**src/source/maze_geometry_pkg.sv**
```systemverilog
`default_nettype none

package maze_geometry_pkg;

    // Maze size in tiles
    localparam int grid_w = 29;
    localparam int grid_h = 13;

    localparam int tile_px = 5;   // Tile edge in pixels

    // Canvas in pixels, one 12-bit word each
    localparam int canvas_w     = 160;
    localparam int canvas_h     = 120;
    localparam int canvas_words = canvas_w * canvas_h;

    localparam int food_offset = 2;   // Dot sits at tile centre

    // Tile coordinates
    typedef logic [4:0] tile_x_t;   // 0..28
    typedef logic [3:0] tile_y_t;   // 0..12

    typedef logic [2:0] sub_t;   // Pixel offset inside a tile

    typedef logic [14:0] fb_addr_t;   // Canvas word address

    // Canvas pixel coordinates
    typedef logic [7:0] canvas_x_t;
    typedef logic [6:0] canvas_y_t;

    // Step direction, encoding shared with the input port
    typedef enum logic [1:0] {
        up    = 2'd0,
        left  = 2'd1,
        down  = 2'd2,
        right = 2'd3
    } direction_t;

endpackage

`default_nettype wire

```
**src/source/render_pkg.sv**
```systemverilog
`default_nettype none

package render_pkg;

    import maze_geometry_pkg::*;

    typedef logic [11:0] color_t;   // 4 bits per channel

    localparam color_t color_wall   = 12'h0FF;
    localparam color_t color_floor  = 12'h000;
    localparam color_t color_food   = 12'hFFF;
    localparam color_t color_player = 12'hFA8;

    // Draw order of one frame
    typedef enum logic [1:0] {
        draw_maze   = 2'd0,
        draw_food   = 2'd1,
        draw_player = 2'd2
    } phase_t;

    // Walker to lookup, 18 bits
    typedef struct packed {
        logic    valid;
        phase_t  phase;
        tile_x_t tile_x;
        tile_y_t tile_y;
        sub_t    dx;
        sub_t    dy;
    } walk_item_t;

    // Lookup to frame buffer, 28 bits
    typedef struct packed {
        logic     valid;
        fb_addr_t addr;
        color_t   color;
    } pixel_write_t;

    // Player tile after reset
    localparam tile_x_t start_tile_x = 5'd1;
    localparam tile_y_t start_tile_y = 4'd1;

endpackage

`default_nettype wire

```
**src/source/tile_walker.sv**
```systemverilog
`timescale 1ns/1ps
`default_nettype none

module tile_walker
    import maze_geometry_pkg::*, render_pkg::*;
(
    input  logic       clock,
    input  logic       resetn,
    input  phase_t     phase,
    input  logic       phase_start,
    input  tile_x_t    player_x,
    input  tile_y_t    player_y,
    output walk_item_t item,
    output logic       phase_end
);

    logic    active;
    phase_t  walk_phase;   // Phase latched at start
    tile_x_t tx;
    tile_y_t ty;
    sub_t    dx;
    sub_t    dy;
    logic    sub_done;     // Last pixel of a tile
    logic    tile_done;    // Last tile of the grid
    logic    last;

    always_comb begin
        sub_done  = (dx == sub_t'(tile_px - 1)) && (dy == sub_t'(tile_px - 1));
        tile_done = (tx == tile_x_t'(grid_w - 1)) && (ty == tile_y_t'(grid_h - 1));
        case (walk_phase)
            draw_maze: last = sub_done && tile_done;   // 9425 items
            draw_food: last = tile_done;               // 377 items
            default:   last = sub_done;                // 25 items
        endcase
    end

    always_ff @(posedge clock) begin
        if (!resetn) begin
            active     <= 1'b0;
            item.valid <= 1'b0;
            phase_end  <= 1'b0;
        end else begin
            if (phase_start) active <= 1'b1;
            else if (active && last) active <= 1'b0;
            item.valid <= active;
            phase_end  <= item.valid && !active;   // Cycle after the last item
        end
    end

    // Counters and item payload
    always_ff @(posedge clock) begin
        if (phase_start) begin
            walk_phase <= phase;
            tx <= '0;
            ty <= '0;
            dx <= '0;
            dy <= '0;
        end else if (active) begin
            // Sub-tile offsets with dx innermost
            if (walk_phase != draw_food) begin
                if (dx == sub_t'(tile_px - 1)) begin
                    dx <= '0;
                    dy <= (dy == sub_t'(tile_px - 1)) ? '0 : dy + 1'b1;
                end else begin
                    dx <= dx + 1'b1;
                end
            end
            // Tile step once per tile for maze and every cycle for food
            if (walk_phase == draw_food || (walk_phase == draw_maze && sub_done)) begin
                if (tx == tile_x_t'(grid_w - 1)) begin
                    tx <= '0;
                    ty <= (ty == tile_y_t'(grid_h - 1)) ? '0 : ty + 1'b1;
                end else begin
                    tx <= tx + 1'b1;
                end
            end
        end
        item.phase  <= walk_phase;
        item.tile_x <= (walk_phase == draw_player) ? player_x : tx;
        item.tile_y <= (walk_phase == draw_player) ? player_y : ty;
        item.dx     <= dx;   // Zero for food as lookup adds the offset
        item.dy     <= dy;
    end

    // No new phase while items are still coming
    a_start_when_idle: assert property (@(posedge clock) disable iff (!resetn)
        phase_start |-> !active);

endmodule

`default_nettype wire

```
**config.mk**
```make
export PLATFORM = sky130hd
export DESIGN_NAME = tile_walker
export DESIGN_NICKNAME = d
export VERILOG_FILES = /design/src/source/maze_geometry_pkg.sv /design/src/source/render_pkg.sv /design/src/source/tile_walker.sv
export SDC_FILE = /design/constraint.sdc
export NUM_CORES = 1
export LEC_CHECK = 0
export BUFFER_PORTS_ARGS = -buffer_cell sky130_fd_sc_hd__buf_2
export CAP_MARGIN = 20
export CORE_UTILIZATION = 30
export CTS_CLUSTER_SIZE = 20
export DETAILED_ROUTE_END_ITERATION = 6
export PLACE_DENSITY = 0.58
export SYNTH_ARGS = -nofsm -noshare
export SYNTH_HDL_FRONTEND = slang
export SYNTH_SLANG_ARGS = --single-unit
```
**constraint.sdc**
```tcl
create_clock -name clock -period 1.7 [get_ports clock]
set_input_delay 0.255 -clock clock [delete_from_list [all_inputs] [get_ports clock]]
set_output_delay 0.255 -clock clock [all_outputs]
set_load 0.02 [all_outputs]
```
### Yosys cells after proc, flatten, opt, wreduce, memory -nomap -nowiden

Cells that the tools add are included.

| cells by class | value |
|---|---|
| add/sub/neg operators | 4 |
| $mul | 0 |
| divide/modulo/power cells | 0 |
| magnitude comparators | 0 |
| equality and inequality tests | 7 |
| shift-type cells | 0 |
| muxes and demuxes | 9 |
| bitwise logic cells | 0 |
| reductions and logical operators | 14 |

Operator list:

| kind | number |
|---|---|
| $mux W5 | 2 |
| $mux W4 | 2 |
| $add A3 B1 Y3 const B | 2 |
| $eq A3 B3 Y1 const B | 2 |
| $logic_and A1 B1 Y1 | 6 |
| $mux W3 | 2 |
| $reduce_and A3 Y1 | 2 |
| $add A5 B1 Y5 const B | 1 |
| $eq A5 B5 Y1 const B | 1 |
| $add A4 B1 Y4 const B | 1 |
| $eq A4 B4 Y1 const B | 1 |
| $reduce_and A2 Y1 | 2 |
| $eq A2 B1 Y1 const B | 1 |
| $eq A2 B2 Y1 const B | 1 |
| $logic_not A2 Y1 | 1 |
| $mux W1 | 2 |
| $ne A2 B1 Y1 const B | 1 |
| $pmux W1 S2 | 1 |
| $reduce_bool A2 Y1 | 1 |
| $logic_not A1 Y1 | 1 |
| $logic_or A1 B1 Y1 | 1 |

| word-level totals | value |
|---|---|
| flip-flop bits (word level) | 37 |
| bits in latches | 0 |
| memory bits (writable) | 0 |
| ROM bits | 0 |
| logic and storage cells | 47 |
| memories | 0 |

### Longest topological paths before layout

Gate-level depths: netlist of run 1.

| depth | value |
|---|---|
| depth after elaboration | 7 |
| depth in mapped cells | 5 |

### Least setup slack after synthesis of run 1

Ideal clock, no wire load.

| path | value |
|---|---|
| path kind | reg2reg |
| from | register dx[0] |
| to | register tx[3] |
| library setup time | 79 ps |
| arrival time | 1524 ps |
| data required time | 1621 ps |
| path slack | 97 ps |
| cell stages (with the launch flop) | 6 |
| period minus slack after synthesis | 1603 ps |
| cells stage by stage | dfxtp_1 inv_1 ha_1 a41oi_4 or4_4 a211oi_2 |

| between the ends | value |
|---|---|
| longest elaborated chain between the ends | 5 |

RTL lines:

| what | line | text |
|---|---|---|
| start: declaration | tile_walker.sv:21 | `sub_t dx;` |
| start signal: assignment | tile_walker.sv:65 | `dx <= dx + 1'b1;` |
| $eq A3 B3 Y1 | tile_walker.sv:28 | `sub_done = (dx == sub_t'(tile_px - 1)) && (dy == sub_t'(tile_px - 1));` |
| $logic_and A1 B1 Y1 | tile_walker.sv:28 |  |
| $logic_and A1 B1 Y1 | tile_walker.sv:69 | `if (walk_phase == draw_food \|\| (walk_phase == draw_maze && sub_done)) begin` |
| $logic_or A1 B1 Y1 | tile_walker.sv:69 |  |
| $reduce_and A2 Y1 (no source line) | n/a |  |
| end signal: assignment | tile_walker.sv:74 | `tx <= tx + 1'b1;` |
| end: declaration | tile_walker.sv:19 | `tile_x_t tx;` |

No other way between the ends.
A chain may end at the register's enable or synchronous reset.

### Final worst setup path of run 1

| path | value |
|---|---|
| from | register dy[1] |
| to | register tx[3] |

| between the ends | value |
|---|---|
| longest elaborated chain between the ends | 5 |

RTL lines:

| what | line | text |
|---|---|---|
| start: declaration | tile_walker.sv:22 | `sub_t dy;` |
| start signal: assignment | tile_walker.sv:63 | `dy <= (dy == sub_t'(tile_px - 1)) ? '0 : dy + 1'b1;` |
| $eq A3 B3 Y1 | tile_walker.sv:28 |  |
| $logic_and A1 B1 Y1 | tile_walker.sv:28 |  |
| $logic_and A1 B1 Y1 | tile_walker.sv:69 |  |
| $logic_or A1 B1 Y1 | tile_walker.sv:69 |  |
| $reduce_and A2 Y1 (no source line) | n/a |  |

No other way between the ends.

==> flow_summary.yaml, run 1 <==
timing:
  hold_viol_final: 0
  clock.fmax_ghz: 0.623
  finalSetupViolations: 0
  final_max_slew_viol_count: 0
  rsz0062_at_grt: "false"
  skew_ns: 0.00759
  timing.final.crit_share_pct: 94.4
  setup_tns_ns: 0
  worstMarginPinSlew_ns: 0.500
  maxSlewHeadroom_pct: 66.6
  fin_crit_ns: 1.60
cts:
  hold_buffers: 0
  cts_buffers: 5
  clock_latency_ns: 0.29
  cts_tree: "yes"
  cts_sinks: 37
  cts_buffer_depth: 2
  cts-root-buf: "clkbuf_8"
  h-tree-depth: 2
  clkTransAtPathRegs_ns: 0.07
yosys:
  yosys-top-cells-count: "35 x dfxtp_1, 12 x a21oi_1, 10 x inv_1, 10 x o21ai_0, 9 x nand4_1"
  syn_nets: 176
  synth_edf_count: 2
  synth_area_leaders: "dfxtp_1 46%, ha_1 6.5%, a21oi_1 3.9%"
  async_flop_share_pct: 0
  yosysTopAreaCellShare_pct: 45.7
  seq_area_frac_synth_pct: 49.6
  ys_warn_count: 0
  syn_inst: 154
  syn_avg_cell_area_um2: 9.96
  ys_ff_latch: 37
  synthFlopType: "dfxtp_1"
  synth_cell_types: 35
  synth.cell_area_um2: 1530
  synth_area_leader_cell: "dfxtp_1"
  synth_most_common_cell: "dfxtp_1"
power_and_ir_drop:
  p_leak_uw: 0.000804
  switching_power_uw: 431
  ir_drop_v: 0.000357
  seqPwrFrac_pct: 49.8
  p_int_uw: 1420
  combPwrFrac_pct: 10.7
  swShare_pct: 23.3
  power_uw: 1850
  power.clock.fraction_pct: 39.5
  p_per_area_nw_per_um2: 938
worst_hold_path:
  min_to: "walk_phase[1]"
  hold_depth: 1
  hold_start: "phase[1]"
  min_path_type: "in2reg"
critical_path:
  rr_endpoint: "tx[3]"
  rrSetupSlack_ns: 0.1
  cp-end-kind: "register"
  regToRegStartpoint: "dy[1]"
  path_class: "reg2reg"
  reg2reg_depth: 5
  critical_path_arrival_ns: 1.81
  path_max_fanout: 7
  cp.required_ns: 1.91
  start_kind: "register"
status:
  status: "complete, no violations"
global_routing:
  grt_pass1_wl_um: 5420
  grt_pass1_vias: 1148
  antenna_found_initial: 0
  grt_max_degree: 20
  track_usage_pct: 13.4
  overflow: 0
die:
  die_y_um: 73.5
  core_um2: 4820
  dieArea_um2: 5400
  pin_count: 33
  rows: 25
  start_util_pct: 31.8
  die_x_um: 73.5
placement:
  dp_hpwl_um: 2310
  port-buffer-count: 32
  globalplace.congestion: 0.766
detailed_routing:
  wirelength_um: 3280
  drtAntennaViolNets: 0
  route.vias.total: 1294
  post_drt_wl_per_cell_um: 12.3
  drt_iter0_markers: 54
  first_pass_iters: 4
  drc: 0
  routed_via_density: 4.83
cells_and_area:
  fin_nets: 222
  postLayoutCoreUtil_pct: 41.0
  antenna_cells: 0
  drive_above_1_share_pct: 32.3
  syn2layout_area_growth_pct: 28.8
job:
  maxCapViolations: 0
## repair_timing
action                     4_1_cts  5_1_grt
resized for setup                0        4
setup buffers                    0        3
setup endpoints to repair        0        3
## power groups by stage
stage	clock network (uW)	logic, uW	registers (uW)
3_3_place_gp	0	190	943
2_1_floorplan	0	85.4	971
4_1_cts	761	190	923
5_1_grt	798	220	927
3_5_place_dp	0	190	943
6_report	732	198	923
## cell type report
class,count,area [um2]
fill,502,2840
multi-input combinational,100,722
sequential,37,761
timing repair buffer,46,265
clock buffer,6,72.6
clock inverter,2,33.8
tap,67,83.8
inverter,10,37.5
## metrics by stage
| step | std cells | area, um2 | hold WS [ns] | setup WS, ns |
|---|---|---|---|---|
| global route | 268 | 1980 | 0.125 | 0.0131 |
| CTS | 265 | 1940 | 0.128 | 0.0507 |
| finish | 268 | 1980 | 0.138 | 0.0950 |
| floorplan | 154 | 1530 | 0.354 | 0.0970 |
| global placement | 257 | 1830 | 0.373 | 0.0906 |
| detailed placement | 257 | 1830 | 0.377 | 0.0573 |
## worst max-delay path, stage by stage, from the launching register on
cell	delay, ns
dfxtp_1	0.34
inv_1	0.06
ha_2	0.23
a41oi_4	0.18
or4_4	0.51
a211oi_2	0.21
## worst max-delay path by stage
stage	endpoint	cells after the start	from
detailed placement	ty[3]	5	dy[1]
global route	tx[3]	3	walk_phase[1]
floorplan	tx[3]	5	dx[0]
global placement	tx[3]	5	dy[1]
CTS	ty[3]	5	dy[1]
finish	tx[3]	5	dy[1]
## cells in the final DEF (no fill, tap or decap), types with 3 or more instances in the layout
| master | netlist | layout |
|---|---|---|
| dfxtp_1 | 35 | 35 |
| o31ai_1 | 8 | 8 |
| nand4_1 | 9 | 9 |
| o21ai_0 | 10 | 10 |
| clkbuf_8 | 0 | 5 |
| nand2b_1 | 3 | 3 |
| a21oi_1 | 12 | 12 |
| nor2_1 | 3 | 3 |
| nor2b_1 | 5 | 5 |
| mux2_2 | 4 | 4 |
| nand3_1 | 8 | 8 |
| ha_1 | 8 | 6 |
| nand2_1 | 7 | 7 |
| inv_1 | 10 | 10 |
| buf_4 | 0 | 14 |
| buf_2 | 2 | 32 |
## flip-flops by register name, summed over array words and instances (netlist names)
register and count:
dy 3, phase_end 1, tx 5, dx 3
active 1, walk_phase 2, ty 4, item 18
## per-layer routing
| layer | global-route usage (%) | vias up | wire length [um] |
|---|---|---|---|
| li1 | - | 660 | - |
| met1 | 18.1 | 599 | 1630 |
| met2 | 19.6 | 30 | 1450 |
| met3 | 4.25 | 5 | 150 |
| met4 | 5.77 | 0 | 55 |
| met5 | 0 | - | 0 |
## kinds of logic (layout without fill, tap and decap cells)
logic type	count (synthesis)	after routing	synth area share [%]
AOI/OAI and AO/OA	43	43	19.7
adders and majority gates	8	8	6.53
buffers and inverters	17	64	4.40
DFF	37	37	49.6
muxes	4	4	2.94
and+or+nand+nor	45	45	16.9
No activity file was read; power rests on OpenSTA's default activity.
==> inputs of run 2 (changes only) <==
- CTS_BUF_LIST: default -> sky130_fd_sc_hd__clkbuf_16
- PLACE_DENSITY: 0.58 -> 0.6
==> run 2 against run 1 <==
Effect of this change:
- via count down 0.23%
- first-iteration DRC count is 3.7% lower
- sequential power about the same
- clock-buffer cell count down 1
- largest cell class unchanged
==> flow_summary.yaml, run 2 (synthesis gave the netlist of run 1 again) <==
status:
  status: "complete, no violations"
cells_and_area:
  finalInstanceArea_um2: 2010
  fillerInstances: 496
  reg_top3: "item: 18 flops, tx: 5 flops, ty: 4 flops"
  drive_above_1_share_pct: 31.8
  fin_nets: 219
  final_common_cell: "dfxtp_1"
  multiInputGateArea_um2: 742
  final_cell_mix: "35 x dfxtp_1, 32 x buf_2, 12 x a21oi_1"
  regArea_um2: 761
  largest_reg_flops: 18
  regMostFlops: "item"
  syn2layout_area_growth_pct: 31.1
  antenna_cells: 0
  postLayoutCoreUtil_pct: 41.7
timing:
  rsz0062_at_grt: "false"
  timing.final.crit_share_pct: 94.2
  hold_viol_final: 0
  finalSetupViolations: 0
  setup_tns_ns: 0
  clock.fmax_ghz: 0.625
  setup_ws_ns: 0.0992
  skew_ns: 0.00544
  fin_crit_ns: 1.60
  maxSlewHeadroom_pct: 69.8
  worstMarginPinSlew_ns: 0.452
  final_max_slew_viol_count: 0
die:
  die_x_um: 73.5
  core_um2: 4820
  start_util_pct: 31.8
  dieArea_um2: 5400
  pin_count: 33
  rows: 25
  die_y_um: 73.5
power_and_ir_drop:
  p_leak_uw: 0.000809
  swShare_pct: 23.9
  p_int_uw: 1520
  combPwrFrac_pct: 9.6
  switching_power_uw: 479
  ir_drop_v: 0.000536
  p_per_area_nw_per_um2: 996
  power.clock.fraction_pct: 44.1
  seqPwrFrac_pct: 46.3
detailed_routing:
  routed_via_density: 4.87
  drt_iter0_markers: 52
  post_drt_wl_per_cell_um: 12.1
  wirelength_um: 3210
  route.vias.total: 1291
  drtAntennaViolNets: 0
  drc: 0
  first_pass_iters: 4
critical_path:
  cp-end-kind: "register"
  path_max_fanout: 7
  max_stage_delay_ns: 0.51
  critical-path-top-delay-family: "simple AND/OR/NAND/NOR gates"
  reg2reg_depth: 5
  crit_path_cell_trace: "inv_1, ha_4, a41oi_4, or4_4, a211oi_2"
  rr_endpoint: "tx[3]"
  cp.required_ns: 1.90
  cp_slowest_cell: "or4_4"
  start_kind: "register"
  critical_path_arrival_ns: 1.80
  regToRegStartpoint: "dx[0]"
  path_class: "reg2reg"
  cp_num_buf_inv: 1
  rrSetupSlack_ns: 0.1
cts:
  clock_latency_ns: 0.28
  cts_buffers: 5
  cts-root-buf: "clkbuf_16"
  h-tree-depth: 2
  clkTransAtPathRegs_ns: 0.06
  cts_resized: 0
  cts_setup_buffers: 0
  cts_tree: "yes"
  cts_buffer_depth: 2
  cts_sinks: 37
  hold_buffers: 0
worst_hold_path:
  min_path_type: "in2reg"
  min_to: "walk_phase[0]"
  hold_start: "phase[0]"
  hold_depth: 1
placement:
  globalplace.congestion: 0.860
  dp_hpwl_um: 2240
  port-buffer-count: 32
  place_ws_ns: 0.0392
  placed_cell_area_um2: 1830
global_routing:
  track_usage_pct: 13.0
  overflow: 0
  grt_max_degree: 20
  grt_pass1_vias: 1134
  antenna_found_initial: 0
  grt_pass1_wl_um: 5240
job:
  maxCapViolations: 0
run 2: cell count changes in the layout (fill, tap and decap cells not counted), sizes merged:
cell | previous run | this run
clkinv | 1 | 0
inv | 10 | 11
clkbuf | 6 | 5
buf | 46 | 43
clkinvlp | 0 | 2
bufinv | 1 | 0
run 2: per-layer routing:
layer | GRT usage [%] | vias up | wire, um | part of all wire (%)
li1 | - | 658 | - | -
met5 | 0 | - | 0 | 0
met2 | 19.6 | 28 | 1490 | 46
met4 | 7.05 | 0 | 51 | 1.6
met3 | 3.98 | 4 | 114 | 3.5
met1 | 16.5 | 601 | 1550 | 48
run 2: through the flow:
stage | total power, uW | hold slack [ns] | cells
finish | 2000 | 0.153 | 265
global route | 2100 | 0.143 | 265
CTS | 2030 | 0.144 | 265
detailed placement | 1130 | 0.378 | 257
global placement | 1130 | 0.374 | 257
floorplan | 1060 | 0.354 | 154
run 2: layout make-up:
cell class	count	area share (%)
flip-flops and latches	37	37.8
multi-input cells	100	36.9
repair buffers	43	12.1
clock buffers	5	6.22
well taps	67	4.17
inverters	10	1.87
clock inverters	3	0.933
run 2: power by group through the flow:
stage	sequential [uW]	combinational (uW)	clock [uW]
global route	930	211	956
detailed placement	946	186	0
floorplan	971	85.4	0
global placement	945	187	0
finish	926	193	883
CTS	926	186	919
run 2: worst max-delay path by stage:
| stage | slack (ns) | start | endpoint | depth (start not counted) |
|---|---|---|---|---|
| floorplan | 0.1 | dx[0] | tx[3] | 5 |
| global placement | 0.06 | dy[1] | ty[3] | 5 |
| detailed placement | 0.04 | dy[1] | ty[3] | 5 |
| CTS | 0.02 | dy[1] | ty[3] | 5 |
| global route | 0.01 | tx[1] | ty[3] | 5 |
| finish | 0.1 | dx[0] | tx[3] | 5 |
==> inputs of run 3 (changes only) <==
- BUFFER_PORTS_ARGS: -buffer_cell sky130_fd_sc_hd__buf_2 -> default
- CTS_CLUSTER_SIZE: 20 -> 10
- DONT_BUFFER_PORTS: default -> 1
- PLACE_DENSITY: 0.6 -> 0.54
==> run 3 against run 2 <==
Effect of this change:
- non-clock buffer count down 29
- global-route usage grew 1.4 points
- critical path depth unchanged
- routed wire length rose by 9.3%
- sequential cell count did not move
- power decreased by 3.2%
- via count shrank 6.7%
- clock power shrank 2.9%
- register-to-register slack about the same
- core utilization shrank 3.4 points
==> flow_summary.yaml, run 3 (synthesis gave the netlist of run 1 again) <==
timing:
  final_max_slew_viol_count: 0
  skew_ns: 0.00350
  maxSlewHeadroom_pct: 68.1
  hold_viol_final: 0
  timing.final.crit_share_pct: 94.9
  rsz0062_at_grt: "false"
  clock.fmax_ghz: 0.620
  setup_tns_ns: 0
  fin_crit_ns: 1.61
  worstMarginPinSlew_ns: 0.477
  finalSetupViolations: 0
detailed_routing:
  routed_via_density: 5.11
  drtAntennaViolNets: 0
  met2_wirelength_um: 1740
  drc: 0
  dr.max_layer_used: "met4"
  drt_iter0_markers: 46
  first_pass_iters: 4
  met3_length_um: 206
  post_drt_wl_per_cell_um: 14.9
  route.vias.total: 1205
  wl_met1_um: 1500
  wirelength_um: 3510
global_routing:
  antenna_found_initial: 0
  grt_max_degree: 20
  grt_pass1_vias: 1233
  grt_pass1_wl_um: 5690
  track_usage_pct: 14.4
  overflow: 0
cells_and_area:
  fin_nets: 190
  reg_top3: "item: 18 flops, tx: 5 flops, ty: 4 flops"
  final_cell_mix: "35 x dfxtp_1, 14 x buf_4, 13 x inv_1"
  antenna_cells: 0
  drive_above_1_share_pct: 18.3
  finalInstanceArea_um2: 1850
  final_common_cell: "dfxtp_1"
  regArea_um2: 761
  largest_reg_flops: 18
  postLayoutCoreUtil_pct: 38.3
  multiInputGateArea_um2: 723
  regMostFlops: "item"
  syn2layout_area_growth_pct: 20.4
  fillerInstances: 510
cts:
  h-tree-depth: 2
  cts_buffer_depth: 2
  hold_buffers: 0
  cts_sinks: 37
  cts_buffers: 5
  cts_tree: "yes"
  clkTransAtPathRegs_ns: 0.05
  clock_latency_ns: 0.28
  cts-root-buf: "clkbuf_16"
job:
  maxCapViolations: 0
placement:
  port-buffer-count: 0
  placed_cell_area_um2: 1680
  globalplace.congestion: 0.832
  dp_hpwl_um: 2420
power_and_ir_drop:
  p_per_area_nw_per_um2: 1050
  ir_drop_v: 0.000369
  p_leak_uw: 0.000682
die:
  core_um2: 4820
  pin_count: 33
  die_x_um: 73.5
  rows: 25
  start_util_pct: 31.8
  dieArea_um2: 5400
  die_y_um: 73.5
critical_path:
  critical_path_arrival_ns: 1.81
  cp.required_ns: 1.90
  start_kind: "register"
  reg2reg_depth: 5
  cp-end-kind: "register"
  path_max_fanout: 7
  path_class: "reg2reg"
worst_hold_path:
  hold_depth: 1
  min_path_type: "in2reg"
status:
  status: "complete, no violations"
run 3: changes by cell type in the layout (fill, tap and decap cells not counted), sizes merged:
cell      previous run  this run
buf                 43        14
clkinvlp             2         0
inv                 11        13
run 3: worst paths after layout:
path	from	end	slack, ns
worst min register to register	dx[1]	item[4]	0.38
worst max register to register	dy[1]	tx[3]	0.09
worst min-delay path	phase_start	dx[2]	0.04
worst max-delay path	dy[1]	tx[3]	0.09
run 3: worst max-delay path, cell delays in order (launching register included):
cell and delay (ns):
dfxtp_1 0.33, inv_1 0.06, ha_2 0.24, a41oi_4 0.17
or4_4 0.51, a211oi_2 0.22
run 3: area by class of cell:
type                    instances  share of cell area, %
flip-flops and latches         37                   41.2
multi-input cells             100                   39.2
clock buffers                   5                   6.78
repair buffers                 14                   5.69
well taps                      67                   4.54
inverters                      10                   2.03
clock inverters                 3                  0.610
run 3: stage by stage:
| stage | setup slack, ns | power, uW | instances | hold slack [ns] |
|---|---|---|---|---|
| 6_report | 0.0869 | 1940 | 236 | 0.0420 |
| 5_1_grt | 0.00680 | 2030 | 236 | 0.0298 |
| 4_1_cts | 0.0136 | 1960 | 236 | 0.0333 |
| 3_5_place_dp | 0.0230 | 1090 | 226 | 0.329 |
| 3_3_place_gp | 0.0782 | 1090 | 226 | 0.329 |
| 2_1_floorplan | 0.0970 | 1060 | 154 | 0.354 |
run 3: layer usage:
metal | vias up | GRT usage, %
met2 | 40 | 23.6
met4 | 0 | 7.48
li1 | 594 | -
met5 | - | 0
met3 | 7 | 4.80
met1 | 564 | 16.5
run 3: report_power, final:
part / leakage, uW / internal, uW / total [uW] / switching, uW
registers: 0.000305 / 910 / 956 / 46.0
logic: 0.000300 / 52.8 / 125 / 72.2
clock network: 0.0000776 / 526 / 857 / 331
total: 0.000682 / 1490 / 1940 / 449
run 3: what timing repair did:
| item | 4_1_cts | 5_1_grt |
|---|---|---|
| setup endpoints to repair | 1 | 5 |
| buffers inserted | 2 | 0 |
| resized for setup | 0 | 4 |
| pin swaps | 1 | 3 |
