--- config.mk ---
export PLATFORM = sky130hd
export DESIGN_NAME = frame_sequencer
export DESIGN_NICKNAME = d
export VERILOG_FILES = /design/src/source/maze_geometry_pkg.sv /design/src/source/render_pkg.sv /design/src/source/frame_sequencer.sv
export SDC_FILE = /design/constraint.sdc
export NUM_CORES = 1
export LEC_CHECK = 0
export BUFFER_PORTS_ARGS = -buffer_cell sky130_fd_sc_hd__buf_4
export CAP_MARGIN = 20
export CORE_MARGIN = 1
export CORE_UTILIZATION = 52
export CTS_CLUSTER_DIAMETER = 150
export DETAILED_ROUTE_END_ITERATION = 12
export GPL_TIMING_DRIVEN = 0
export PLACE_DENSITY_LB_ADDON = 0.25
export REMOVE_ABC_BUFFERS = 1
export SLEW_MARGIN = 20
export SYNTH_ARGS = -nofsm -noshare
export SYNTH_HDL_FRONTEND = slang
export SYNTH_SLANG_ARGS = --single-unit
--- constraint.sdc ---
create_clock -name clock -period 2.3 [get_ports clock]
set_clock_uncertainty 0.2 [all_clocks]
set_input_delay 0.115 -clock clock [delete_from_list [all_inputs] [get_ports clock]]
set_output_delay 0.115 -clock clock [all_outputs]
set_load 0.02 [all_outputs]
--- src/source/maze_geometry_pkg.sv ---
`default_nettype none

package maze_geometry_pkg;

    // Maze size in tiles
    localparam int grid_w = 29;
    localparam int grid_h = 13;

    localparam int tile_px = 5;   // Tile edge in pixels

    // Canvas in pixels, one 12-bit word each
    localparam int canvas_w     = 160;
    localparam int canvas_h     = 120;
    localparam int canvas_words = canvas_w * canvas_h;

    localparam int food_offset = 2;   // Dot sits at tile centre

    // Tile coordinates
    typedef logic [4:0] tile_x_t;   // 0..28
    typedef logic [3:0] tile_y_t;   // 0..12

    typedef logic [2:0] sub_t;   // Pixel offset inside a tile

    typedef logic [14:0] fb_addr_t;   // Canvas word address

    // Canvas pixel coordinates
    typedef logic [7:0] canvas_x_t;
    typedef logic [6:0] canvas_y_t;

    // Step direction, encoding shared with the input port
    typedef enum logic [1:0] {
        up    = 2'd0,
        left  = 2'd1,
        down  = 2'd2,
        right = 2'd3
    } direction_t;

endpackage

`default_nettype wire

--- src/source/render_pkg.sv ---
`default_nettype none

package render_pkg;

    import maze_geometry_pkg::*;

    typedef logic [11:0] color_t;   // 4 bits per channel

    localparam color_t color_wall   = 12'h0FF;
    localparam color_t color_floor  = 12'h000;
    localparam color_t color_food   = 12'hFFF;
    localparam color_t color_player = 12'hFA8;

    // Draw order of one frame
    typedef enum logic [1:0] {
        draw_maze   = 2'd0,
        draw_food   = 2'd1,
        draw_player = 2'd2
    } phase_t;

    // Walker to lookup, 18 bits
    typedef struct packed {
        logic    valid;
        phase_t  phase;
        tile_x_t tile_x;
        tile_y_t tile_y;
        sub_t    dx;
        sub_t    dy;
    } walk_item_t;

    // Lookup to frame buffer, 28 bits
    typedef struct packed {
        logic     valid;
        fb_addr_t addr;
        color_t   color;
    } pixel_write_t;

    // Player tile after reset
    localparam tile_x_t start_tile_x = 5'd1;
    localparam tile_y_t start_tile_y = 4'd1;

endpackage

`default_nettype wire

--- src/source/frame_sequencer.sv ---
`timescale 1ns/1ps
`default_nettype none

module frame_sequencer
    import maze_geometry_pkg::*, render_pkg::*;
(
    input  logic       clock,
    input  logic       resetn,
    input  logic       step,         // One-cycle request
    input  direction_t direction,
    input  logic       probe_wall,   // Map bit of probe tile, 1 cycle late
    input  logic       phase_end,    // From walker
    output tile_x_t    probe_x,
    output tile_y_t    probe_y,
    output tile_x_t    player_x,
    output tile_y_t    player_y,
    output phase_t     phase,
    output logic       phase_start,
    output logic       busy,
    output logic       frame_done
);

    typedef enum logic [2:0] {
        s_idle, s_probe, s_move, s_start, s_render, s_drain, s_done
    } state_t;

    state_t  state;
    tile_x_t next_x;
    tile_y_t next_y;
    logic    edge_hit;      // Neighbour off the grid
    logic    blocked;       // Latched edge_hit for this step
    logic    drain_count;
    logic    phase_open;    // Walker has a phase in progress

    // Neighbour tile in the requested direction
    always_comb begin
        next_x   = player_x;
        next_y   = player_y;
        edge_hit = 1'b0;
        case (direction)
            up:    if (player_y == '0) edge_hit = 1'b1;
                   else next_y = player_y - 1'b1;
            left:  if (player_x == '0) edge_hit = 1'b1;
                   else next_x = player_x - 1'b1;
            down:  if (player_y == tile_y_t'(grid_h - 1)) edge_hit = 1'b1;
                   else next_y = player_y + 1'b1;
            default: if (player_x == tile_x_t'(grid_w - 1)) edge_hit = 1'b1;
                     else next_x = player_x + 1'b1;
        endcase
    end

    // Own tile at the edge keeps the map read in range
    always_ff @(posedge clock) begin
        if (state == s_idle && step) begin
            probe_x <= next_x;
            probe_y <= next_y;
        end
    end

    always_ff @(posedge clock) begin
        if (!resetn) begin
            state       <= s_idle;
            player_x    <= start_tile_x;
            player_y    <= start_tile_y;
            phase       <= draw_maze;
            blocked     <= 1'b0;
            drain_count <= 1'b0;
            phase_open  <= 1'b0;
        end else begin
            if (phase_start) phase_open <= 1'b1;
            else if (phase_end) phase_open <= 1'b0;
            case (state)
                s_idle: if (step) begin   // Steps while busy never get here
                    blocked <= edge_hit;
                    state   <= s_probe;
                end
                s_probe: state <= s_move;   // Map read in flight
                s_move: begin
                    if (!blocked && !probe_wall) begin
                        player_x <= probe_x;
                        player_y <= probe_y;
                    end
                    phase <= draw_maze;
                    state <= s_start;
                end
                s_start: state <= s_render;
                s_render: if (phase_end) begin
                    case (phase)
                        draw_maze: begin phase <= draw_food; state <= s_start; end
                        draw_food: begin phase <= draw_player; state <= s_start; end
                        default:   begin drain_count <= 1'b0; state <= s_drain; end
                    endcase
                end
                s_drain: begin   // Two cycles for lookup and memory write
                    drain_count <= 1'b1;
                    if (drain_count) state <= s_done;
                end
                default: state <= s_idle;
            endcase
        end
    end

    assign phase_start = (state == s_start);
    assign busy        = (state != s_idle);
    assign frame_done  = (state == s_done);

    // Walker closes only a phase that is open
    a_end_in_phase: assert property (@(posedge clock) disable iff (!resetn)
        phase_end |-> phase_open);

endmodule

`default_nettype wire

Word-level counts from Yosys, hierarchy flattened --
Index checks and enable logic that the tools add are counted.
Word-level totals: output and inout port bits 23, register bits 25, logic and storage cells 69, bits of input ports 7
Operators by class: mux-type cells 22, add/sub/neg operators 4, reduce and logical (&&, ||, !) cells 19, equal/unequal tests 16
Operators by type and width (number):
- $pmux 3 s6 | 1
- $mux 3 | 4
- $mux 5 | 2
- $pmux 5 s2 | 1
- $eq 3x3->1 const B | 3
- $reduce_and 3->1 | 3
- $mux 4 | 2
- $ne 2x2->1 const B | 4
- $pmux 2 s2 | 2
- $pmux 4 s2 | 1
- $eq 3x2->1 const B | 2
- $mux 1 | 6
- $add 5x1->5 const B | 1
- $eq 5x5->1 const B | 1
- $logic_not 5->1 | 1
- $sub 5x1->5 const B | 1
- $add 4x1->4 const B | 1
- $eq 2x1->1 const B | 2
- $eq 4x4->1 const B | 1
- $logic_not 2->1 | 2
- $logic_not 4->1 | 1
- $reduce_and 2->1 | 2
- $reduce_bool 2->1 | 2
- $reduce_or 2->1 | 2
- 11 further kinds | 13

Depth between registers and ports, before layout --
Gate-level depths: netlist of the first run.
word-level depth 5, depth in mapped cells 6, gate-level depth less buffers 6

Worst setup path after synthesis of the first run --
Ideal clock, no wire load.
path type reg-to-reg, start point register player_x[0], end point register probe_x[3] (data pin), data arrival time 1.740 ns, required time 1.839 ns, stages on the path, launching flop included 6, setup slack 0.099 ns, library setup time 0.261 ns, buffers on the path 0, clock period less this slack 2.201 ns, cell sequence dfxtp_1 > inv_1 > ha_1 > or4b_4 > and3_2 > a221o_1
Between the ends: word-level cells in the longest chain between the ends 3, elaborated cells on any way between the ends 7, those cells by class 2 x add/sub; 1 x eq/ne; 3 x mux; 1 x reduce/logical
RTL lines:
- from (decl) | line frame_sequencer.sv:15 | output tile_x_t player_x,
- from (signal assigned) | line frame_sequencer.sv:63 | player_x <= start_tile_x;
- from (signal assigned) | line frame_sequencer.sv:80 | player_x <= probe_x;
- $add 5x1->5 (tied with other cells) | line frame_sequencer.sv:48 | else next_x = player_x + 1'b1;
- $mux 5 (on tied branches) | line frame_sequencer.sv:47, frame_sequencer.sv:43
- $pmux 5 s2 * | line frame_sequencer.sv:40 | case (direction)
- named net next_x[3] | line frame_sequencer.sv:28 | tile_x_t next_x;
- to (signal assigned) | line frame_sequencer.sv:55 | probe_x <= next_x;
- to (decl) | line frame_sequencer.sv:13 | output tile_x_t probe_x,
The timed path passes the listed nets; every way through them passes the cells marked *. A chain may end at the register's enable or synchronous reset.

Worst setup path after layout of the first run --
start point register player_x[1], end point register probe_x[3] (data pin)
Same word-level chain as after synthesis.

==> results of run 1 <==
placed cells by master (no fill, tap or decap), types with 3 or more instances in the layout:
master,synthesis,layout
a21oi_1,5,5
nor2_1,18,18
nand3_1,10,10
inv_1,13,12
dfxtp_1,16,14
clkbuf_4,0,3
o211ai_1,4,4
nor2b_1,4,4
buf_4,0,29
ha_1,5,4
nor3_1,5,5
xnor2_1,3,3
o21ai_0,14,14
and3_1,4,4
edfxtp_1,9,9
mux2i_1,8,8
nand2_1,11,11
dlygate4sd3_1,0,3
kinds of logic (layout without fill, tap and decap cells):
kind of cell             after synthesis  count (layout)
buffers and inverters                 24              49
flip-flops                            25              25
AO/OA/AOI/OAI                         42              42
AND/OR/NAND/NOR                       63              63
multiplexers                           8               8
XOR/XNOR                               4               4
adder cells (fa/ha/maj)                5               5
tightest hold or removal path, stage by stage:
cell and delay, ns:
buf_4 0.16, nand4_1 0.10, nand2_1 0.05, nand3_1 0.07, a311oi_1 0.08
path summary, 6_finish.rpt:
kind,startpoint,to,slack (ns),cells past startpoint
setup / recovery,player_x[1]$_SDFFE_PN0P_,probe_x[3]$_DFFE_PP_,0.05,6
hold / removal,direction[1],blocked$_SDFFE_PN0P_,0.1,5
setup reg to reg,player_x[1]$_SDFFE_PN0P_,probe_x[3]$_DFFE_PP_,0.05,6
hold reg to reg,probe_y[0]$_DFFE_PP_,player_y[0]$_SDFFE_PN1P_,0.33,2
state kept, by name, indices dropped and copies added, names as in the netlist:
name	cells
probe_x	5
blocked	1
probe_y	4
phase	2
drain_count	1
player_x	5
state	3
player_y	4
metrics by stage:
step | worst slack [ns] | hold slack (ns) | total power [W] | area (µm²)
global placement | 0.0384 | 0.156 | 0.000742 | 1680
detailed placement | -0.0360 | 0.168 | 0.000752 | 1680
floorplan | 0.0859 | 0.00387 | 0.000664 | 1420
CTS | 0.0413 | 0.0903 | 0.000942 | 1740
finish | 0.0533 | 0.0977 | 0.000939 | 1740
global route | 0.00254 | 0.125 | 0.000986 | 1740
layer usage:
layer  vias up  routed length (µm)
li1        670                   -
met1       661                1420
met2        54                1680
met3         6                 203
met4         0                  41
met5         -                   0
repair_timing:
| item | in CTS | in global routing |
|---|---|---|
| endpoints found under the setup margin | 1 | 2 |
| resized for setup | 2 | 2 |
| endpoints found under the hold margin | 7 | 0 |
| hold buffers | 3 | 0 |
power groups by stage:
stage,Combinational (W),Clock [W],Sequential [W]
after floorplan,0.000104,0,0.000560
after global placement,0.000205,0,0.000537
after detailed placement,0.000213,0,0.000539
after CTS,0.000218,0.000195,0.000530
after global routing,0.000236,0.000213,0.000537
final,0.000217,0.000191,0.000531
cell type report:
class,count,area share (%)
inverters,13,2.80
repair buffers,32,14.2
clock buffers,3,1.29
multi-input cells,122,45.2
clock inverters,1,0.287
flip-flops and latches,25,34.1
well taps,30,2.16
==> key figures, run 1 <==
Status
  – Status: completed

Detailed routing
  – Vias after detailed routing: 1391
  – DRC violations left: 0
  – 1st-iter DRT viols: 42
  – Routed vias/inst: 6.15
  – Final ANT Viol Nets: 0
  – Detailed Routing Iterations Pass 1: 5
  – WL/cell: 14.8 µm
  – Final WL: 3.34 mm

GRT
  – GRT Resource Usage Total: 22.3%
  – GR Util met2: 36.5%
  – Initial antenna violation count: 0
  – First-pass GRT wire length: 5.62 mm
  – Global route total overflow: 0
  – Largest net degree at the start of global routing: 20
  – GR met1 Demand/Resource: 29.5%
  – Global route hottest layer: met2
  – GR Layer Usage met3: 3.98%
  – Vias in the first global route: around 1300

Place
  – Detailed Place HPWL: 2.42 mm
  – # port buffers: 29
  – Routability cong.: roughly 0.81
  – Placed Cells: 219

Timing
  – Final hold violations: 0
  – Max Clk Rate: 445 MHz
  – Worst Tran Pin Value: 0.597 ns
  – Setup violations, final: 0
  – Setup TNS: 0 ns
  – RSZ-0062 raised after global routing: no
  – Rel. slew slack: between 60% and 70%
  – Fin. max-slew vios: 0
  – Tmin final: 2.25 ns
  – Final cycle utilization of the critical path: 97.7%

Worst setup path
  – Crit path max fanout: 7
  – Worst Path Required: 2.17 ns
  – Critical path's top delay family: simple AND/OR/NAND/NOR gates
  – Buf/Inv on CP: 1
  – Crit path largest cell delay: 0.51 ns
  – Max stage delay cell, worst path: or4b_4
  – CP Cell Sequence: inv_1 -> ha_2 -> or4b_4 -> nand2_1 -> o2111ai_1 -> a221o_1
  – Kind of critical path: reg -> reg
  – Critical path launch point type: flop
  – Setup crit end kind: flop
  – Crit path DAT: 2.12 ns

Floorplan
  – Ports: 30
  – Die height: 55.4 µm
  – Cell Rows: 18
  – Starting Density: 57.2%
  – Core Area: 2590 µm²
  – Die width: around 55 µm
  – Die ar.: 3070 µm²

Synth
  – Top_reg_cell synth: dfxtp_1
  – Top cells by area, synth: dfxtp_1 (22%), edfxtp_1 (18%), mux2i_1 (5.4%)
  – Synth Area per Inst: 8.67 µm²
  – Synth Register Bits: 25
  – Compound-gate portion of the synthesized area: roughly a fifth
  – Synth Area in Simple Gates: 21.6%
  – Cells after Synth: 171
  – Adder-Cell Fraction of Synth Area: under 10%
  – Yosys top cell area share: 21.6%
  – Post-synth EDFFs: 9
  – Warnings from Yosys: 0
  – Post-synthesis cell type count: 45
  – Register area share after synthesis: 39.8%
  – Post-synthesis mux area share: 5.40%
  – Post-synth top cells: nor2_1 (18), dfxtp_1 (16), o21ai_0 (14)
  – Top-count cell post-synth: nor2_1
  – Mapped cell area: ~1500 µm²
  – Post-Synth XOR/XNOR Area: 2.36%
  – Ys async rst share: 0%
  – Main combinational cell family by area after synthesis: simple AND/OR/NAND/NOR gates
  – Area leader, netlist: dfxtp_1

Finish
  – # nets final: 209
  – Fin cells: about 230
  – Register area: 593 µm²
  – # diodes: 0
  – Final core occ: 67.2%
  – Multi-input logic area: 787 µm²
  – Layout cells sized above 1: approximately a fifth
  – Area delta synth->final: 17.5%
  – Filler cell count in the final layout: 224

Clock network
  – CTS Sinks: 25
  – CTS Buf Count: 3
  – Root buffer selected by CTS: clkbuf_4
  – Postcts setup bufs: 0
  – H-tree depth: 1
  – Worst-Skew Late Latency: around 0.31 ns
  – CTS tree: built
  – Clk buf depth: 2
  – Clock-pin slew on the worst setup and hold paths: roughly 0.13 ns

Power
  – Sw Pwr: 0.000286 W
  – Max VDD drop: 329 µV
  – Leak: 0.678 nW
  – Comb power frac: between 20% and 30%
  – Sw Share: 30.5%
  – Power Internal: approximately 0.00065 W
  – Reg power frac: around 56%
  – Power share of the clock group: 20.4%
  – Power Dens Cells: around 540 nW/µm²

Job
  – Max-Cap Viols: 0

Hold path
  – HP Class: in -> reg
No activity file was read; power rests on OpenSTA's default activity.
==> inputs of run 2 (changes only) <==
==> constraint.sdc (replaced) <==
create_clock -name clock -period 2.3 [get_ports clock]
set_clock_uncertainty 0.2 [all_clocks]
set_input_delay 0.23 -clock clock [delete_from_list [all_inputs] [get_ports clock]]
set_output_delay 0.23 -clock clock [all_outputs]
set_load 0.02 [all_outputs]
==> key figures, run 2 (synthesis gave the netlist of run 1 again) <==
Status
  – Status: completed

Power
  – Max VDD drop: 329 µV
  – Power Dens Cells: between 500 and 600 nW/µm²
  – PnR Total Power: 0.000939 W
  – Leak: roughly 0.67 nW

Worst setup path
  – Crit path depth: 6
  – Max stage delay cell, worst path: or4b_4
  – Crit. Startpoint: player_x[1]$_SDFFE_PN0P_
  – Critical R2R Launch: player_x[1]$_SDFFE_PN0P_
  – Buf/Inv on CP: 1
  – R2R depth: 6
  – Worst Path Required: 2.18 ns
  – Setup crit end kind: flop
  – Worst reg2reg path endpoint: probe_x[3]$_DFFE_PP_
  – Critical path's top delay family: simple AND/OR/NAND/NOR gates
  – Reg2reg setup slack: approximately 0.048 ns
  – Crit path DAT: 2.13 ns
  – Kind of critical path: reg -> reg
  – Crit path max fanout: 7
  – CP Cell Sequence: inv_1 -> ha_2 -> or4b_4 -> nand2_1 -> o2111ai_1 -> a221o_1
  – Critical path launch point type: flop
  – CP Capture Point: probe_x[3]$_DFFE_PP_
  – Crit path largest cell delay: between 0.5 and 0.6 ns

Job
  – Max-Cap Viols: 0

Place
  – # port buffers: 29
  – DP Area: approximately 1700 µm²
  – Post-Place Setup Slack: -0.0360 ns
  – Routability cong.: 0.812
  – Detailed Place HPWL: 2.42 mm

Finish
  – Final core occ: 66.5%
  – Filler cell count in the final layout: 223
  – Most frequent cells in the layout: buf_4 (29), nor2_1 (18), o21ai_0 (14), dfxtp_1 (14), inv_1 (12)
  – Final instance area: 1720 µm²
  – # nets final: 207
  – Biggest regs: player_x: 5 flops, probe_x: 5 flops
  – Area delta synth->final: 16.1%
  – Layout cells sized above 1: 21.1%
  – Most common cell after layout, fill and taps aside: buf_4
  – # diodes: 0

GRT
  – GRT Resource Usage Total: 22.3%
  – Global route total overflow: 0
  – Vias in the first global route: 1278
  – First-pass GRT wire length: ~5.6 mm
  – Largest net degree at the start of global routing: 20
  – Initial antenna violation count: 0

Clock network
  – Clk buf depth: 2
  – Root buffer selected by CTS: clkbuf_4
  – H-tree depth: 1
  – CTS Sinks: 25
  – CTS tree: built
  – Clock-pin slew on the worst setup and hold paths: between 0.1 and 0.15 ns
  – Postcts setup bufs: 0
  – CTS Buf Count: 3
  – Worst-Skew Late Latency: 0.32 ns

Timing
  – Worst Tran Pin Value: 0.617 ns
  – Worst hold margin: 0.0857 ns
  – Fin. max-slew vios: 0
  – Tmin final: 2.25 ns
  – Rel. slew slack: 58.8%
  – Final hold violations: 0
  – Final cycle utilization of the critical path: a little over nine tenths
  – Setup violations, final: 0
  – RSZ-0062 raised after global routing: no
  – Final worst setup slack: 0.0476 ns
  – Max Clk Rate: 444 MHz

Detailed routing
  – DRC violations left: 0
  – WL/cell: around 15 µm
  – Routed vias/inst: 6.30
  – Final WL: 3.35 mm
  – Vias after detailed routing: 1411
  – Final ANT Viol Nets: 0
  – 1st-iter DRT viols: 51
  – Detailed Routing Iterations Pass 1: 5

Floorplan
  – Cell Rows: 18
  – Die height: 55.4 µm
  – Ports: 30
  – Starting Density: 57.2%
  – Die width: between 50 and 60 µm
  – Core Area: between 2000 and 3000 µm²
  – Die ar.: 3070 µm²

Hold path
  – HP Class: in -> reg
-- run 2: worst reg2reg max path, delay by kind of cell, from the launching register on --
kind,cells,cell delay (ns)
compound gates,2,0.45
fa+ha+maj,1,0.24
buf+inv,1,0.11
flops,1,0.39
simple gates,2,0.63
-- run 2: power breakdown --
group | switching [W] | total, W | internal, W
registers | 0.0000366 | 0.000531 | 0.000494
clock network | 0.000129 | 0.000194 | 0.0000651
logic | 0.000123 | 0.000215 | 0.0000915
-- run 2: worst min-delay path by stage --
stage	to	from	slack, ns	cells past startpoint
global route	state[2]$_SDFFE_PN0P_	phase_end	0.10	4
floorplan	player_x[0]$_SDFFE_PN1P_	resetn	0.12	1
CTS	blocked$_SDFFE_PN0P_	direction[0]	0.09	3
global placement	player_x[0]$_SDFFE_PN1P_	resetn	0.27	2
finish	state[2]$_SDFFE_PN0P_	phase_end	0.09	4
detailed placement	player_y[0]$_SDFFE_PN1P_	resetn	0.28	2
-- run 2: metrics by stage --
stage,TNS (ns),std cells
final,0,224
after global routing,0,224
after CTS,0,224
after detailed placement,-0.0360,219
after global placement,0,219
after floorplan,0,160
-- run 2: area by class of cell --
type / instances / area, µm² / area share [%]
clock buffer: 3 / 22.5 / 1.31
tap: 30 / 37.5 / 2.18
timing repair buffer: 30 / 228 / 13.2
multi-input combinational: 122 / 787 / 45.7
sequential: 25 / 593 / 34.4
clock inverter: 1 / 5.00 / 0.291
inverter: 13 / 48.8 / 2.83
-- run 2: timing repair --
action,in CTS,in global routing
hold endpoints to repair,2,0
setup endpoints to repair,1,2
gates resized for setup,2,2
hold buffers,1,0
-- run 2: layer usage --
metal	part of all wire, %	GRT usage, %	wire length [µm]
met1	43	29.5	1450
met2	48	36.3	1610
met3	6.6	3.98	222
met4	2.1	8.21	71
met5	0	0	0
==> inputs of run 3 (changes only) <==
--- a/config.mk
+++ b/config.mk
@@ -12,4 +12,5 @@
 export CTS_CLUSTER_DIAMETER = 150
 export DETAILED_ROUTE_END_ITERATION = 12
+export GPL_ROUTABILITY_DRIVEN = 1
 export GPL_TIMING_DRIVEN = 0
 export PLACE_DENSITY_LB_ADDON = 0.25
==> constraint.sdc (replaced) <==
create_clock -name clock -period 2.6 [get_ports clock]
set_clock_uncertainty 0.2 [all_clocks]
set_input_delay 0.26 -clock clock [delete_from_list [all_inputs] [get_ports clock]]
set_output_delay 0.26 -clock clock [all_outputs]
set_load 0.005 [all_outputs]
==> key figures, run 3 (synthesis gave the netlist of run 1 again) <==
Floorplan
  – Die width: 55.4 µm
  – Starting Density: between 50% and 60%
  – Die ar.: 3070 µm²
  – Ports: 30
  – Die height: ~55 µm
  – Core Area: 2590 µm²
  – Cell Rows: 18

GRT
  – Largest net degree at the start of global routing: 20
  – GRT Resource Usage Total: 22.3%
  – First-pass GRT wire length: 5.62 mm
  – Initial antenna violation count: 0
  – Vias in the first global route: about 1300
  – Global route total overflow: 0

Detailed routing
  – Detailed Routing Iterations Pass 1: 5
  – Vias after detailed routing: about 1400
  – Routed vias/inst: between 6 and 7
  – WL/cell: 14.8 µm
  – 1st-iter DRT viols: 67
  – DRC violations left: 0
  – Final WL: roughly 3.3 mm
  – Final ANT Viol Nets: 0

Clock network
  – CTS Buf Count: 3
  – Clock-pin slew on the worst setup and hold paths: 0.13 ns
  – Postcts setup bufs: 0
  – CTS Sinks: 25
  – H-tree depth: 1
  – # resized after CTS: 0
  – Worst-Skew Late Latency: between 0.3 and 0.4 ns
  – Clk buf depth: 2
  – Root buffer selected by CTS: clkbuf_4
  – CTS tree: built

Finish
  – Biggest regs: player_x: 5 flops, probe_x: 5 flops
  – Most common cell after layout, fill and taps aside: buf_4
  – # nets final: 207
  – # diodes: 0
  – Area delta synth->final: 15.8%
  – Final core occ: 66.3%
  – Multi-input logic area: 785 µm²
  – Layout cells sized above 1: 19.1%
  – Register area: 591 µm²
  – Filler cell count in the final layout: approximately 230
  – Most frequent cells in the layout: buf_4 (29), nor2_1 (18), dfxtp_1 (16), o21ai_0 (14), inv_1 (13)

Timing
  – Worst Tran Pin Value: 0.587 ns
  – Final hold violations: 0
  – Setup violations, final: 0
  – Rel. slew slack: 60.8%
  – Final cycle utilization of the critical path: 91.1%
  – Max Clk Rate: 422 MHz
  – Fin. max-slew vios: 0
  – RSZ-0062 raised after global routing: no
  – Setup TNS: 0 ns
  – Tmin final: 2.37 ns

Hold path
  – Worst Hold Depth: 4
  – HP Class: in -> reg

Place
  – # port buffers: 29
  – Routability cong.: around 0.81
  – Detailed Place HPWL: 2.42 mm

Status
  – Status: completed

Worst setup path
  – Crit path DAT: about 2.2 ns
  – Critical path launch point type: flop
  – Setup crit end kind: flop
  – Worst Path Required: 2.47 ns
  – R2R depth: 6
  – Crit path max fanout: 6
  – Kind of critical path: reg -> reg

Power
  – Leak: between 0.6 and 0.7 nW
  – Power Dens Cells: about 460 nW/µm²
  – Max VDD drop: 287 µV

Job
  – Max-Cap Viols: 0
## run 3: cell type report
class	instances	share of cell area, %
timing repair buffer	30	13.3
multi-input combinational	122	45.7
inverter	13	2.84
tap	30	2.19
sequential	25	34.4
clock inverter	1	0.292
clock buffer	3	1.31
## run 3: where the power goes
group          total [W]  internal (W)  switching (W)  leakage [nW]
sequential      0.000469      0.000437      0.0000320         0.217
combinational   0.000160     0.0000788      0.0000815         0.438
clock           0.000168     0.0000574       0.000111        0.0177
total           0.000797      0.000573       0.000224         0.673
## run 3: worst paths after layout
path                            start                       end  slack [ns]
max          player_x[0]$_SDFFE_PN1P_      probe_x[3]$_DFFE_PP_        0.23
max reg2reg  player_x[0]$_SDFFE_PN1P_      probe_x[3]$_DFFE_PP_        0.23
min                         phase_end     state[2]$_SDFFE_PN0P_        0.12
min reg2reg      probe_y[0]$_DFFE_PP_  player_y[0]$_SDFFE_PN1P_        0.33
## run 3: metrics by stage
step	setup slack, ns	hold slack, ns	instances	total power (W)	area, µm²
finish	0.232	0.122	224	0.000797	1720
global route	0.156	0.130	224	0.000841	1720
CTS	0.248	0.121	224	0.000802	1720
detailed placement	0.264	0.310	219	0.000637	1680
global placement	0.338	0.291	219	0.000628	1680
floorplan	0.473	0.149	160	0.000559	1420
## run 3: worst max-delay path, stage by stage (launching register included)
cell       delay (ns)
dfxtp_1          0.39
inv_1            0.17
ha_1             0.29
or4b_4           0.52
nand2_1          0.12
o2111ai_1        0.12
a221o_1          0.32
## run 3: repair_timing
| item | 4_1_cts | 5_1_grt |
|---|---|---|
| hold endpoints to repair | 2 | 0 |
| setup endpoints to repair | 0 | 0 |
| hold buffers | 1 | 0 |
## run 3: metal layers
metal,GRT usage [%],wire (µm),vias to the layer above
met5,0,0,-
met4,7.50,26,0
met3,3.98,169,4
met2,36.0,1680,39
met1,30.1,1430,666
li1,-,-,668
